<file path="src/logic/api_macros.svh">
`ifndef API_MACROS_SVH
`define API_MACROS_SVH

// number of chips sharing the serial link.
`define API_NUM 10

// reply words kept from each job.
`define API_RX_BLOCK_LEN 11

// words in one full job.
`define API_WORK_LEN 23

// fifo depths in words, powers of two.
`define API_TX_DEPTH 64
`define API_RX_DEPTH 64

// reply word that flags a found nonce.
`define API_NONCE_MARK 32'hbeafbeaf

`endif

</file>
<file path="src/logic/api_cfg_pkg.sv">
`default_nettype none

package api_cfg_pkg;

	// minimum spacing between job starts, in clocks.
	typedef logic [27:0] timeout_t;

	// serial half-period minus one, in clocks.
	typedef logic [7:0] sck_div_t;

	// words sent per job.
	typedef logic [7:0] word_num_t;

endpackage

`default_nettype wire

</file>
<file path="src/logic/api_link_pkg.sv">
`default_nettype none

package api_link_pkg;

	// one word on the link or in a fifo.
	typedef logic [31:0] link_word_t;

	// chip index, all chips deselected reads as 10.
	typedef logic [3:0] miner_id_t;

	// position of a reply within a job.
	typedef logic [4:0] word_idx_t;

	// fifo fill level, holds 0 up to the full depth.
	typedef logic [6:0] fifo_count_t;

	typedef enum logic [1:0] {
		st_wait,
		st_work,
		st_nop
	} ctrl_state_t;

endpackage

`default_nettype wire

</file>
<file path="src/logic/api_timer.sv">
`timescale 1ns/1ps
`default_nettype none

module api_timer (
	input  logic                  clk,
	input  logic                  rst,
	input  api_cfg_pkg::timeout_t reg_timeout,
	input  logic                  start,
	output logic                  busy
);
	import api_cfg_pkg::*;

	timeout_t cnt;

	// reloads on every job start.
	always_ff @(posedge clk) begin
		if (rst) begin
			cnt <= '0;
		end else if (start) begin
			cnt <= reg_timeout;
		end else if (cnt != '0) begin
			cnt <= cnt - timeout_t'(1);
		end
	end

	assign busy = (cnt != '0);

endmodule

`default_nettype wire

</file>
<file path="src/logic/api_phy.sv">
`timescale 1ns/1ps
`default_nettype none

module api_phy (
	input  logic                     clk,
	input  logic                     rst,
	input  api_cfg_pkg::sck_div_t    sck_div,
	input  logic                     mosi_vld,
	input  api_link_pkg::link_word_t mosi_dat,
	output logic                     miso_vld,
	output api_link_pkg::link_word_t miso_dat,
	output logic                     sck,
	output logic                     mosi,
	input  logic                     miso
);
	import api_cfg_pkg::*;
	import api_link_pkg::*;

	logic       active;
	logic       load_word;
	logic       half_end;
	sck_div_t   div_cnt;
	logic [5:0] bit_cnt;
	link_word_t tx_sr;

	assign load_word = mosi_vld && !active;
	assign half_end = active && (div_cnt == sck_div);

	// bit_cnt counts sck edges, 64 per word.
	always_ff @(posedge clk) begin
		if (rst) begin
			active <= 1'b0;
			div_cnt <= '0;
			bit_cnt <= '0;
			sck <= 1'b0;
		end else if (load_word) begin
			active <= 1'b1;
			div_cnt <= '0;
			bit_cnt <= '0;
			sck <= 1'b0;
		end else if (half_end) begin
			div_cnt <= '0;
			bit_cnt <= bit_cnt + 6'd1;
			sck <= ~sck;
			if (bit_cnt == 6'd63) begin
				active <= 1'b0;
			end
		end else if (active) begin
			div_cnt <= div_cnt + sck_div_t'(1);
		end
	end

	// sample miso as sck rises, move mosi on as it falls.
	always_ff @(posedge clk) begin
		if (load_word) begin
			tx_sr <= mosi_dat;
		end else if (half_end) begin
			if (!sck) begin
				miso_dat <= {miso_dat[30:0], miso};
			end else begin
				tx_sr <= {tx_sr[30:0], 1'b0};
			end
		end
	end

	assign mosi = tx_sr[31];

	// the last falling edge, the captured word is complete.
	assign miso_vld = half_end && (bit_cnt == 6'd63);

endmodule

`default_nettype wire

</file>
<file path="src/logic/api_fifo.sv">
`timescale 1ns/1ps
`default_nettype none
`include "api_macros.svh"

module api_fifo #(
	parameter int DEPTH = `API_TX_DEPTH
) (
	input  logic                      clk,
	input  logic                      rst,
	input  logic                      wr_en,
	input  api_link_pkg::link_word_t  din,
	input  logic                      rd_en,
	output api_link_pkg::link_word_t  dout,
	output logic                      full,
	output logic                      empty,
	output api_link_pkg::fifo_count_t count
);
	import api_link_pkg::*;

	localparam int AW = $clog2(DEPTH);

	link_word_t      mem [DEPTH];
	logic [AW-1:0]   wr_ptr;
	logic [AW-1:0]   rd_ptr;
	logic            do_wr;
	logic            do_rd;

	// writes to a full fifo and reads of an empty one are dropped.
	assign do_wr = wr_en && !full;
	assign do_rd = rd_en && !empty;

	always_ff @(posedge clk) begin
		if (rst) begin
			wr_ptr <= '0;
			rd_ptr <= '0;
			count <= '0;
		end else begin
			if (do_wr) begin
				wr_ptr <= wr_ptr + 1'b1;
			end
			if (do_rd) begin
				rd_ptr <= rd_ptr + 1'b1;
			end
			count <= count + fifo_count_t'(do_wr) - fifo_count_t'(do_rd);
		end
	end

	always_ff @(posedge clk) begin
		if (do_wr) begin
			mem[wr_ptr] <= din;
		end
	end

	assign dout = mem[rd_ptr];
	assign full = (count == fifo_count_t'(DEPTH));
	assign empty = (count == '0);

endmodule

`default_nettype wire

</file>
<file path="src/logic/api_ctrl.sv">
`timescale 1ns/1ps
`default_nettype none
`include "api_macros.svh"

module api_ctrl (
	input  logic                      clk,
	input  logic                      rst,
	input  api_cfg_pkg::word_num_t    reg_word_num,
	input  api_cfg_pkg::timeout_t     reg_timeout,
	input  api_cfg_pkg::sck_div_t     sck_div,
	input  logic                      tx_empty,
	output logic                      tx_rd_en,
	input  api_link_pkg::link_word_t  tx_dout,
	input  api_link_pkg::fifo_count_t rx_count,
	output api_link_pkg::ctrl_state_t state,
	output api_link_pkg::word_idx_t   word_idx,
	output api_link_pkg::miner_id_t   miner_id,
	output logic                      miso_vld,
	output api_link_pkg::link_word_t  miso_dat,
	output logic [`API_NUM-1:0]       load,
	output logic                      sck,
	output logic                      mosi,
	input  logic [`API_NUM-1:0]       miso
);
	import api_cfg_pkg::*;
	import api_link_pkg::*;

	ctrl_state_t state_nxt;
	word_num_t   word_cnt;
	logic [3:0]  nop_cnt;
	logic        mosi_vld;
	logic        timer_busy;
	logic        rx_room;
	logic        job_start;
	logic        miso_line;

	// a whole reply block must fit before a job may start.
	assign rx_room = (fifo_count_t'(`API_RX_DEPTH) - rx_count) >=
		fifo_count_t'(`API_RX_BLOCK_LEN);
	assign job_start = (state == st_wait) && !timer_busy && !tx_empty && rx_room;

	always_comb begin
		state_nxt = state;
		case (state)
			st_wait: begin
				if (job_start) begin
					state_nxt = st_work;
				end
			end
			st_work: begin
				if (word_cnt == reg_word_num) begin
					state_nxt = st_nop;
				end
			end
			st_nop: begin
				if (nop_cnt == 4'hf) begin
					state_nxt = st_wait;
				end
			end
			default: state_nxt = st_wait;
		endcase
	end

	always_ff @(posedge clk) begin
		if (rst) begin
			state <= st_wait;
		end else begin
			state <= state_nxt;
		end
	end

	// word_idx wraps per full job, word_cnt stops at the job length.
	always_ff @(posedge clk) begin
		if (rst) begin
			word_cnt <= '0;
			word_idx <= '0;
		end else if (job_start) begin
			word_cnt <= '0;
			word_idx <= '0;
		end else if (state == st_work && miso_vld && word_cnt != reg_word_num) begin
			word_cnt <= word_cnt + word_num_t'(1);
			if (word_idx == word_idx_t'(`API_WORK_LEN - 1)) begin
				word_idx <= '0;
			end else begin
				word_idx <= word_idx + word_idx_t'(1);
			end
		end
	end

	// one word in flight, the next goes out right after the reply.
	always_ff @(posedge clk) begin
		if (rst) begin
			mosi_vld <= 1'b0;
		end else begin
			mosi_vld <= job_start ||
				(state == st_work && miso_vld && word_cnt < reg_word_num - word_num_t'(1));
		end
	end

	assign tx_rd_en = mosi_vld;

	// idle gap of 15 cycles after each job.
	always_ff @(posedge clk) begin
		if (rst) begin
			nop_cnt <= '0;
		end else if (state != st_nop) begin
			nop_cnt <= 4'd1;
		end else begin
			nop_cnt <= nop_cnt + 4'd1;
		end
	end

	always_ff @(posedge clk) begin
		if (rst) begin
			load <= {{(`API_NUM - 1){1'b1}}, 1'b0};
		end else if (state == st_nop && state_nxt == st_wait) begin
			load <= {load[`API_NUM-2:0], load[`API_NUM-1]};
		end
	end

	always_comb begin
		miner_id = miner_id_t'(`API_NUM);
		for (int i = 0; i < `API_NUM; i++) begin
			if (load == ~(`API_NUM'(1) << i)) begin
				miner_id = miner_id_t'(i);
			end
		end
	end

	// deselected chips are forced high before the wired-and.
	assign miso_line = &(miso | load);

	api_timer api_timer_i (
		.clk         (clk),
		.rst         (rst),
		.reg_timeout (reg_timeout),
		.start       (job_start),
		.busy        (timer_busy)
	);

	api_phy api_phy_i (
		.clk      (clk),
		.rst      (rst),
		.sck_div  (sck_div),
		.mosi_vld (mosi_vld),
		.mosi_dat (tx_dout),
		.miso_vld (miso_vld),
		.miso_dat (miso_dat),
		.sck      (sck),
		.mosi     (mosi),
		.miso     (miso_line)
	);

endmodule

`default_nettype wire

</file>
<file path="src/logic/api_rx_tag.sv">
`timescale 1ns/1ps
`default_nettype none
`include "api_macros.svh"

module api_rx_tag (
	input  logic                      clk,
	input  logic                      rst,
	input  api_link_pkg::ctrl_state_t state,
	input  api_link_pkg::word_idx_t   word_idx,
	input  api_link_pkg::miner_id_t   miner_id,
	input  logic                      miso_vld,
	input  api_link_pkg::link_word_t  miso_dat,
	output logic                      rx_wr_en,
	output api_link_pkg::link_word_t  rx_din,
	output logic                      led_nonce_l,
	output logic                      led_nonce_h
);
	import api_link_pkg::*;

	logic arm_l;
	logic arm_h;
	logic bank_h;
	logic word9;
	logic nonce_hit;

	assign rx_wr_en = miso_vld && (state == st_work) &&
		(word_idx < word_idx_t'(`API_RX_BLOCK_LEN));

	// last word of the block carries the chip tag in its low half.
	assign rx_din = (word_idx == word_idx_t'(`API_RX_BLOCK_LEN - 1)) ?
		{miso_dat[31:16], 8'h12, 4'h0, miner_id} : miso_dat;

	assign bank_h = (miner_id >= miner_id_t'(`API_NUM / 2));
	assign word9 = rx_wr_en && (word_idx == word_idx_t'(`API_RX_BLOCK_LEN - 2));
	assign nonce_hit = word9 && (miso_dat == `API_NONCE_MARK);

	always_ff @(posedge clk) begin
		if (rst) begin
			arm_l <= 1'b0;
			arm_h <= 1'b0;
			led_nonce_l <= 1'b0;
			led_nonce_h <= 1'b0;
		end else begin
			led_nonce_l <= nonce_hit && arm_l;
			led_nonce_h <= nonce_hit && arm_h;
			if (rx_wr_en && word_idx == word_idx_t'(2)) begin
				arm_l <= !bank_h;
				arm_h <= bank_h;
			end else if (word9) begin
				arm_l <= 1'b0;
				arm_h <= 1'b0;
			end
		end
	end

endmodule

`default_nettype wire

</file>
<file path="src/logic/api_top.sv">
`timescale 1ns/1ps
`default_nettype none
`include "api_macros.svh"

module api_top (
	input  logic                      clk,
	input  logic                      rst,
	input  api_cfg_pkg::timeout_t     reg_timeout,
	input  api_cfg_pkg::sck_div_t     reg_sck,
	input  api_cfg_pkg::word_num_t    reg_word_num,
	input  logic                      tx_wr_en,
	input  api_link_pkg::link_word_t  tx_din,
	output logic                      tx_full,
	input  logic                      rx_rd_en,
	output api_link_pkg::link_word_t  rx_dout,
	output logic                      rx_empty,
	output api_link_pkg::ctrl_state_t reg_state,
	output logic [`API_NUM-1:0]       load,
	output logic                      sck,
	output logic                      mosi,
	input  logic [`API_NUM-1:0]       miso,
	output logic                      led_nonce_l,
	output logic                      led_nonce_h
);
	import api_link_pkg::*;

	logic        tx_rd_en;
	logic        tx_empty;
	link_word_t  tx_dout;
	logic        rx_wr_en;
	link_word_t  rx_din;
	fifo_count_t rx_count;
	word_idx_t   word_idx;
	miner_id_t   miner_id;
	logic        miso_vld;
	link_word_t  miso_dat;

	api_fifo #(
		.DEPTH (`API_TX_DEPTH)
	) tx_fifo_i (
		.clk   (clk),
		.rst   (rst),
		.wr_en (tx_wr_en),
		.din   (tx_din),
		.rd_en (tx_rd_en),
		.dout  (tx_dout),
		.full  (tx_full),
		.empty (tx_empty),
		.count ()
	);

	api_ctrl api_ctrl_i (
		.clk          (clk),
		.rst          (rst),
		.reg_word_num (reg_word_num),
		.reg_timeout  (reg_timeout),
		.sck_div      (reg_sck),
		.tx_empty     (tx_empty),
		.tx_rd_en     (tx_rd_en),
		.tx_dout      (tx_dout),
		.rx_count     (rx_count),
		.state        (reg_state),
		.word_idx     (word_idx),
		.miner_id     (miner_id),
		.miso_vld     (miso_vld),
		.miso_dat     (miso_dat),
		.load         (load),
		.sck          (sck),
		.mosi         (mosi),
		.miso         (miso)
	);

	api_rx_tag api_rx_tag_i (
		.clk         (clk),
		.rst         (rst),
		.state       (reg_state),
		.word_idx    (word_idx),
		.miner_id    (miner_id),
		.miso_vld    (miso_vld),
		.miso_dat    (miso_dat),
		.rx_wr_en    (rx_wr_en),
		.rx_din      (rx_din),
		.led_nonce_l (led_nonce_l),
		.led_nonce_h (led_nonce_h)
	);

	// the controller only starts a job when a full block fits.
	api_fifo #(
		.DEPTH (`API_RX_DEPTH)
	) rx_fifo_i (
		.clk   (clk),
		.rst   (rst),
		.wr_en (rx_wr_en),
		.din   (rx_din),
		.rd_en (rx_rd_en),
		.dout  (rx_dout),
		.full  (),
		.empty (rx_empty),
		.count (rx_count)
	);

endmodule

`default_nettype wire

</file>
<file path="config.mk">
export PLATFORM = sky130hd
export DESIGN_NAME = api_top
export DESIGN_NICKNAME = d
export VERILOG_FILES = /design/src/logic/api_cfg_pkg.sv /design/src/logic/api_link_pkg.sv /design/src/logic/api_timer.sv /design/src/logic/api_phy.sv /design/src/logic/api_fifo.sv /design/src/logic/api_ctrl.sv /design/src/logic/api_rx_tag.sv /design/src/logic/api_top.sv
export VERILOG_INCLUDE_DIRS = /design/src /design/src/logic
export SDC_FILE = /design/constraint.sdc
export NUM_CORES = 2
export LEC_CHECK = 0
export BUFFER_PORTS_ARGS = -buffer_cell sky130_fd_sc_hd__buf_2
export CORE_ASPECT_RATIO = 0.8
export CORE_MARGIN = 3
export CORE_UTILIZATION = 55
export CTS_CLUSTER_DIAMETER = 40
export DETAILED_ROUTE_END_ITERATION = 6
export PLACE_DENSITY_LB_ADDON = 0.12
export SYNTH_ARGS = -nofsm -noshare
export SYNTH_HDL_FRONTEND = slang
export SYNTH_SLANG_ARGS = --single-unit
</file>
<file path="constraint.sdc">
create_clock -name clk -period 5.05 [get_ports clk]
set_input_delay 0.505 -clock clk [delete_from_list [all_inputs] [get_ports clk]]
set_output_delay 0.505 -clock clk [all_outputs]
set_load 0.05 [all_outputs]
</file>
== Yosys cells after proc, flatten, opt, wreduce, memory -nomap -nowiden ==
Memories as Yosys holds them, arrays and structs flattened. A register that Yosys moved wholly into a read port is not among the register bits.
Cells that the tools add are included.

* Bits in registers: 180
* Input port bits: 90
* RAM bits: 4,096
* Memories: 2

* Equality and inequality tests: 25
* Bitwise logic cells: 3
* $lt $le $gt $ge: 4
* Mux-type cells: 36
* Add/sub/neg operators: 16
* Reductions and logical operators: 46

{| class="wikitable"
|+ Memory list
! memory !! words !! bits a word !! rd ports !! clocked after memory_dff !! wr ports !! RTL line !! source
|-
| rx_fifo_i.mem || 64 || 32 || 1 || 1 || 1 || api_fifo.sv:22 || <nowiki>link_word_t mem [DEPTH];</nowiki>
|-
| tx_fifo_i.mem || 64 || 32 || 1 || 1 || 1 || api_fifo.sv:22 ||
|}

{| class="wikitable"
|+ Operators by type and width
! kind !! number
|-
| two-way mux 32 bit || 3
|-
| equality test 10 bit, second input constant || 9
|-
| two-way mux 28 bit || 2
|-
| two-way mux 4 bit || 10
|-
| equality test 32 bit, second input constant || 1
|-
| adder 6 x 1 -> 6 bit, second input constant || 5
|-
| nonzero test 28 bit || 1
|-
| subtractor 28 x 1 -> 28 bit, second input constant || 1
|-
| two-way mux 6 bit || 4
|-
| logical AND 1 bit || 20
|-
| adder 8 x 1 -> 8 bit, second input constant || 2
|-
| equality test 8 bit || 2
|-
| two-way mux 16 bit || 1
|-
| adder 7 x 1 -> 7 bit || 2
|-
| equality test 7 bit, second input constant || 2
|-
| zero test 7 bit || 2
|-
| subtractor 7 x 1 -> 7 bit || 2
|-
| two-way mux 1 bit || 11
|-
| equality test 10 x 9 -> 1 bit, second input constant || 1
|-
| equality test 5 x 4 -> 1 bit, second input constant || 2
|-
| bitwise OR 10 bit || 1
|-
| AND reduction 10 bit || 1
|-
| nonzero test 2 bit || 5
|-
| less-than comparator 8 bit || 1
|-
| other kinds (26) || 39
|}

== Logic depth before layout (Yosys ltp) ==
* Depth in word-level cells: 14
* Gate-level depth with buffers: 17
* Depth with buffers taken out: 16

== Modules after synthesis ==
Synthesis repeated with hierarchy kept, for this count alone.

* Cells, all modules: 7,752
* Area, all modules: 165,741.5 um^2

{| class="wikitable"
|+ By module, submodules not included
! module !! cells an instance !! instances !! sequential area each (um^2) !! area an instance (um^2)
|-
| api_fifo (rx_fifo_i) || 3,585 || 1 || 61,999.5 || 79,334.8
|-
| api_fifo (tx_fifo_i) || 3,469 || 1 || 61,999.5 || 79,207.2
|-
| api_phy || 195 || 1 || 2,242.2 || 3,098.0
|-
| api_ctrl || 251 || 1 || 600.6 || 2,054.5
|-
| api_timer || 184 || 1 || 560.5 || 1,483.9
|-
| api_rx_tag || 68 || 1 || 80.1 || 563.0
|}

== Worst setup path after synthesis ==
No wires, ideal clock.

* Path kind: flip-flop to flip-flop
* Start: register api_ctrl_i.load[1]
* End: memory rx_fifo_i.mem[0][2] (netlist name), data pin
* Slack: 0.368 ns
* Library setup time: 0.702 ns
* Buffers on the path: 1
* Data required time: 4.348 ns
* Cell stages (with the launch flop): 6
* Arrival: 3.981 ns
* Path through: dfxtp_1 clkbuf_1 and3_1 and3_1 nand3_1 o21ai_0

* Word-level cells in the longest chain between the ends: 11

{| class="wikitable"
|+ Ends and longest elaborated chain
! what !! RTL line !! source
|-
| start, declared || api_ctrl.sv:20 || <nowiki>output logic [`API_NUM-1:0] load,</nowiki>
|-
| start signal, assigned || api_ctrl.sv:115 || <nowiki>load <= {{(`API_NUM - 1){1'b1}}, 1'b0};</nowiki>
|-
| start signal, assigned || api_ctrl.sv:117 || <nowiki>load <= {load[`API_NUM-2:0], load[`API_NUM-1]};</nowiki>
|-
| equality test 10 bit || api_ctrl.sv:124 || <nowiki>if (load == ~(`API_NUM'(1) << i)) begin</nowiki>
|-
| two-way mux 4 bit (8 in a row) || api_ctrl.sv:124 ||
|-
| two-way mux 4 bit (*) || api_ctrl.sv:124 ||
|-
| two-way mux 16 bit (*) || api_rx_tag.sv:30 || <nowiki>assign rx_din = (word_idx == word_idx_t'(`API_RX_BLOCK_LEN - 1)) ?</nowiki>
|-
| net api_rx_tag_i.rx_din[2] || api_rx_tag.sv:14 || <nowiki>output api_link_pkg::link_word_t rx_din,</nowiki>
|-
| end, declared || api_fifo.sv:22 ||
|}

The timed path passes the listed nets; every way through them passes the cells marked *.

==> flow_metrics.env <==
export IMPL_run_status="completed"
export IMPL_tritoncts="built"
export IMPL_place_congestion=0.872
export IMPL_crit_reg2reg_capture="rx_fifo_i.mem[48][17]$_DFFE_PP_"
export IMPL_setup_reg_to_reg_worst_slack_ps=1100
export IMPL_clockRootBuffer="clkbuf_16"
export IMPL_static_leakage_power_nw=59.1
export IMPL_die_width_um=619
export IMPL_timing_critical_path_arrival_ps=4370
export IMPL_cap_violations=0
export IMPL_cp_required_ps=4550
export IMPL_final_max_slew_violation_count=0
export IMPL_numnets_final=9052
export IMPL_finalPower_mw=85.7
export IMPL_synth_area_per_cell_um2=19.9
export IMPL_max_clock_freq_mhz=205
export IMPL_synth_async_reset_ratio=0
export IMPL_total_of_endpoints_with_negative_setup_slack_in_the_final_report=0
export IMPL_total_routing_usage_reported_by_global_routing=0.285
export IMPL_utilization=0.643
export IMPL_yosys_warnings=0
export IMPL_dominantRegCellSynth="edfxtp_1"
export IMPL_detailedPlacementHpwl_um=255000
export IMPL_worstSetupEndpoint="rx_dout[19]"
export IMPL_drc=0
export IMPL_timing_hold_ws_ps=104
export IMPL_die_h_um=496
export IMPL_ys_top_cells_by_area="edfxtp_1 (76%), mux4_2 (9.3%), mux2i_1 (4.4%), dfxtp_1 (1.6%), a22oi_1 (1.2%)"
export IMPL_io_buffers=139
export IMPL_final_cell_mix="edfxtp_1 (4,160), mux2i_1 (723), mux4_2 (679), clkbuf_16 (551), buf_4 (351)"
export IMPL_rr_startpoint="api_ctrl_i.api_phy_i.div_cnt[4]$_SDFFE_PP0P_"
export IMPL_maximum_number_of_pins_on_one_net_before_global_route_repair=105
export IMPL_layout_worst_path_cycle_share=0.966
export IMPL_finClkSkew_ps=42.2
export IMPL_antenna_found_initial=18
export IMPL_wire_length_of_the_first_global_routing_pass_um=621000
export IMPL_critPathCaptureType="output pin"
export IMPL_clk_pin_slew_ps=60
export IMPL_initial_core_utilization=0.554
export IMPL_timing_worst_setup_path_type="reg2out"
export IMPL_cts_max_path_buffers=4
export IMPL_yosys_cell_types_count=74
export IMPL_synth_top_area_frac=0.756
export IMPL_syn2layout_area_growth_pct=16.1
export IMPL_first_pass_iters=5
export IMPL_synth_cells=8305
export IMPL_crit_fanout=104
export IMPL_top_level_ports=140
export IMPL_cts_sink_count=4288
export IMPL_r2r_depth=8
export IMPL_route_vias_total=86607
export IMPL_detailedRoute_firstIterationViolations=12055
export IMPL_drive_above_1_share=0.240
export IMPL_area_sequential_mm2=0.128
export IMPL_post_dp_cell_area_mm2=0.174
export IMPL_worst_slew_margin_rel=0.146
export IMPL_startpoint_type="flop"
export IMPL_nFillCells=19845
export IMPL_fp_coreArea_mm2=0.298
export IMPL_rows=179
export IMPL_synth_seq_area_share=0.772
export IMPL_cts_made_buffers=527
export IMPL_irDropWorstVdd_mv=0.310
export IMPL_antenna_violating_nets_post_route=0
export IMPL_worst_slew_pin_transition_ps=1270
export IMPL_via_per_inst=6.50
export IMPL_layout_commonest_cell="edfxtp_1"
export IMPL_finalWorstPathRequiredPeriod_ps=4880
export IMPL_multi_input_comb_area_mm2=0.0367
export IMPL_first_global_vias=84033
export IMPL_setup_tns_final_ps=0
export IMPL_detail_route_wl_per_cell_um=32.9
export IMPL_clk_latency_ps=910
export IMPL_powerDensity_mw_per_mm2=447
export IMPL_synthesis_nets=8441
export IMPL_htreeDepth=6
export IMPL_syn_cell_area_mm2=0.165
export IMPL_final_non_filler_cell_area_mm2=0.192
export IMPL_hold_viol_final=0
export IMPL_globalRoute_totalOverflow=0
export IMPL_yosys_register_bits=4288
export IMPL_synth_top_cell_by_area="edfxtp_1"
export IMPL_setup_repair_after_global_routing_missed_its_margin="false"
export IMPL_totalWireLength_um=438000
export IMPL_die_area_mm2=0.307
export IMPL_synth_edf_count=4160
export IMPL_min_delay_path_class="in2reg"
[registers in the layout (all words and copies together) (netlist names), 6 cells and up, named ones only]
register,count
api_ctrl_i.api_phy_i.bit_cnt,6
api_ctrl_i.api_phy_i.div_cnt,8
api_ctrl_i.api_phy_i.miso_dat,32
api_ctrl_i.api_phy_i.tx_sr,32
api_ctrl_i.api_timer_i.cnt,28
api_ctrl_i.load,10
api_ctrl_i.word_cnt,8
rx_fifo_i.count,7
rx_fifo_i.mem,2048
rx_fifo_i.rd_ptr,6
rx_fifo_i.wr_ptr,6
tx_fifo_i.count,7
tx_fifo_i.mem,2048
tx_fifo_i.rd_ptr,6
tx_fifo_i.wr_ptr,6
[cell families after synthesis]
logic type,Yosys count,synth area share
compound gates,1018,0.0429
simple gates,934,0.0272
xor+xnor,94,0.00499
buf+inv,518,0.0126
flops,4288,0.772
fa+ha+maj,46,0.00358
mux,1407,0.137
[repair_timing]
item	CTS	global route
hold buffers	27	0
endpoints found under the setup margin	0	11
gates resized for setup	0	10
setup buffers	0	0
hold endpoints to repair	27	0
[where the power goes]
group	internal (mW)	switching, mW	leakage (nW)
Clock	23.4	14.6	8.59
Sequential	39.0	0.219	38.4
Combinational	3.31	5.05	12.1
Total	65.8	19.9	59.1
[metrics by stage]
| step | instances | setup slack, ps |
|---|---|---|
| after floorplan | 8305 | 368 |
| after global placement | 12342 | 918 |
| after detailed placement | 12342 | 951 |
| after CTS | 13307 | 29.0 |
| after global routing | 13309 | 28.3 |
| final | 13320 | 173 |
[layer usage]
| layer | up-vias | wire (µm) | GRT usage |
|---|---|---|---|
| met5 | - | 26 | 0 |
| met4 | 4 | 7740 | 0.0560 |
| met3 | 495 | 59100 | 0.0990 |
| met2 | 4886 | 183000 | 0.384 |
| met1 | 45579 | 188000 | 0.451 |
| li1 | 35643 | - | - |
[final cells by class]
class / count / area share
Timing Repair Buffer: 567 / 0.0241
Antenna cell: 13 / 0.000170
Multi-Input combinational cell: 3499 / 0.192
Sequential cell: 4288 / 0.665
Inverter: 33 / 0.000646
Clock inverter: 312 / 0.0186
Clock buffer: 626 / 0.0738
Tap cell: 3982 / 0.0260
[synth_stat cells (all sizes together), types with 44 or more instances]
cell and number:
edfxtp 4160, mux2i 723, mux4 679, clkbuf 294
a22oi 270, nand2 259, nor2 254, a21oi 225
buf 191, nand3 162, dfxtp 128, o21ai 120
o22ai 67, a221oi 65, a22o 54, xnor2 53
ha 44
[worst min-delay path by stage]
stage	start	slack, ps	cells past startpoint	endpoint
after floorplan	api_rx_tag_i.arm_h$_SDFFE_PP0P_	430	2	api_rx_tag_i.arm_h$_SDFFE_PP0P_
after global placement	api_rx_tag_i.arm_h$_SDFFE_PP0P_	440	2	api_rx_tag_i.arm_h$_SDFFE_PP0P_
after detailed placement	api_rx_tag_i.arm_h$_SDFFE_PP0P_	440	2	api_rx_tag_i.arm_h$_SDFFE_PP0P_
after CTS	rst	20	2	tx_fifo_i.rd_ptr[0]$_SDFFE_PP0P_
after global routing	reg_timeout[17]	70	3	api_ctrl_i.api_timer_i.cnt[17]$_SDFFE_PP0P_
final	miso[9]	100	3	api_ctrl_i.api_phy_i.miso_dat[0]$_DFFE_PP_
[critical path, cell delays in order (launching register included)]
cell	delay, ps
dfxtp_4	690
buf_12	480
mux4_2	550
a22o_1	280
a221oi_1	600
buf_4	220
o221ai_1	210
buf_2	300
Note: power is estimated with default switching activity, not from simulation.
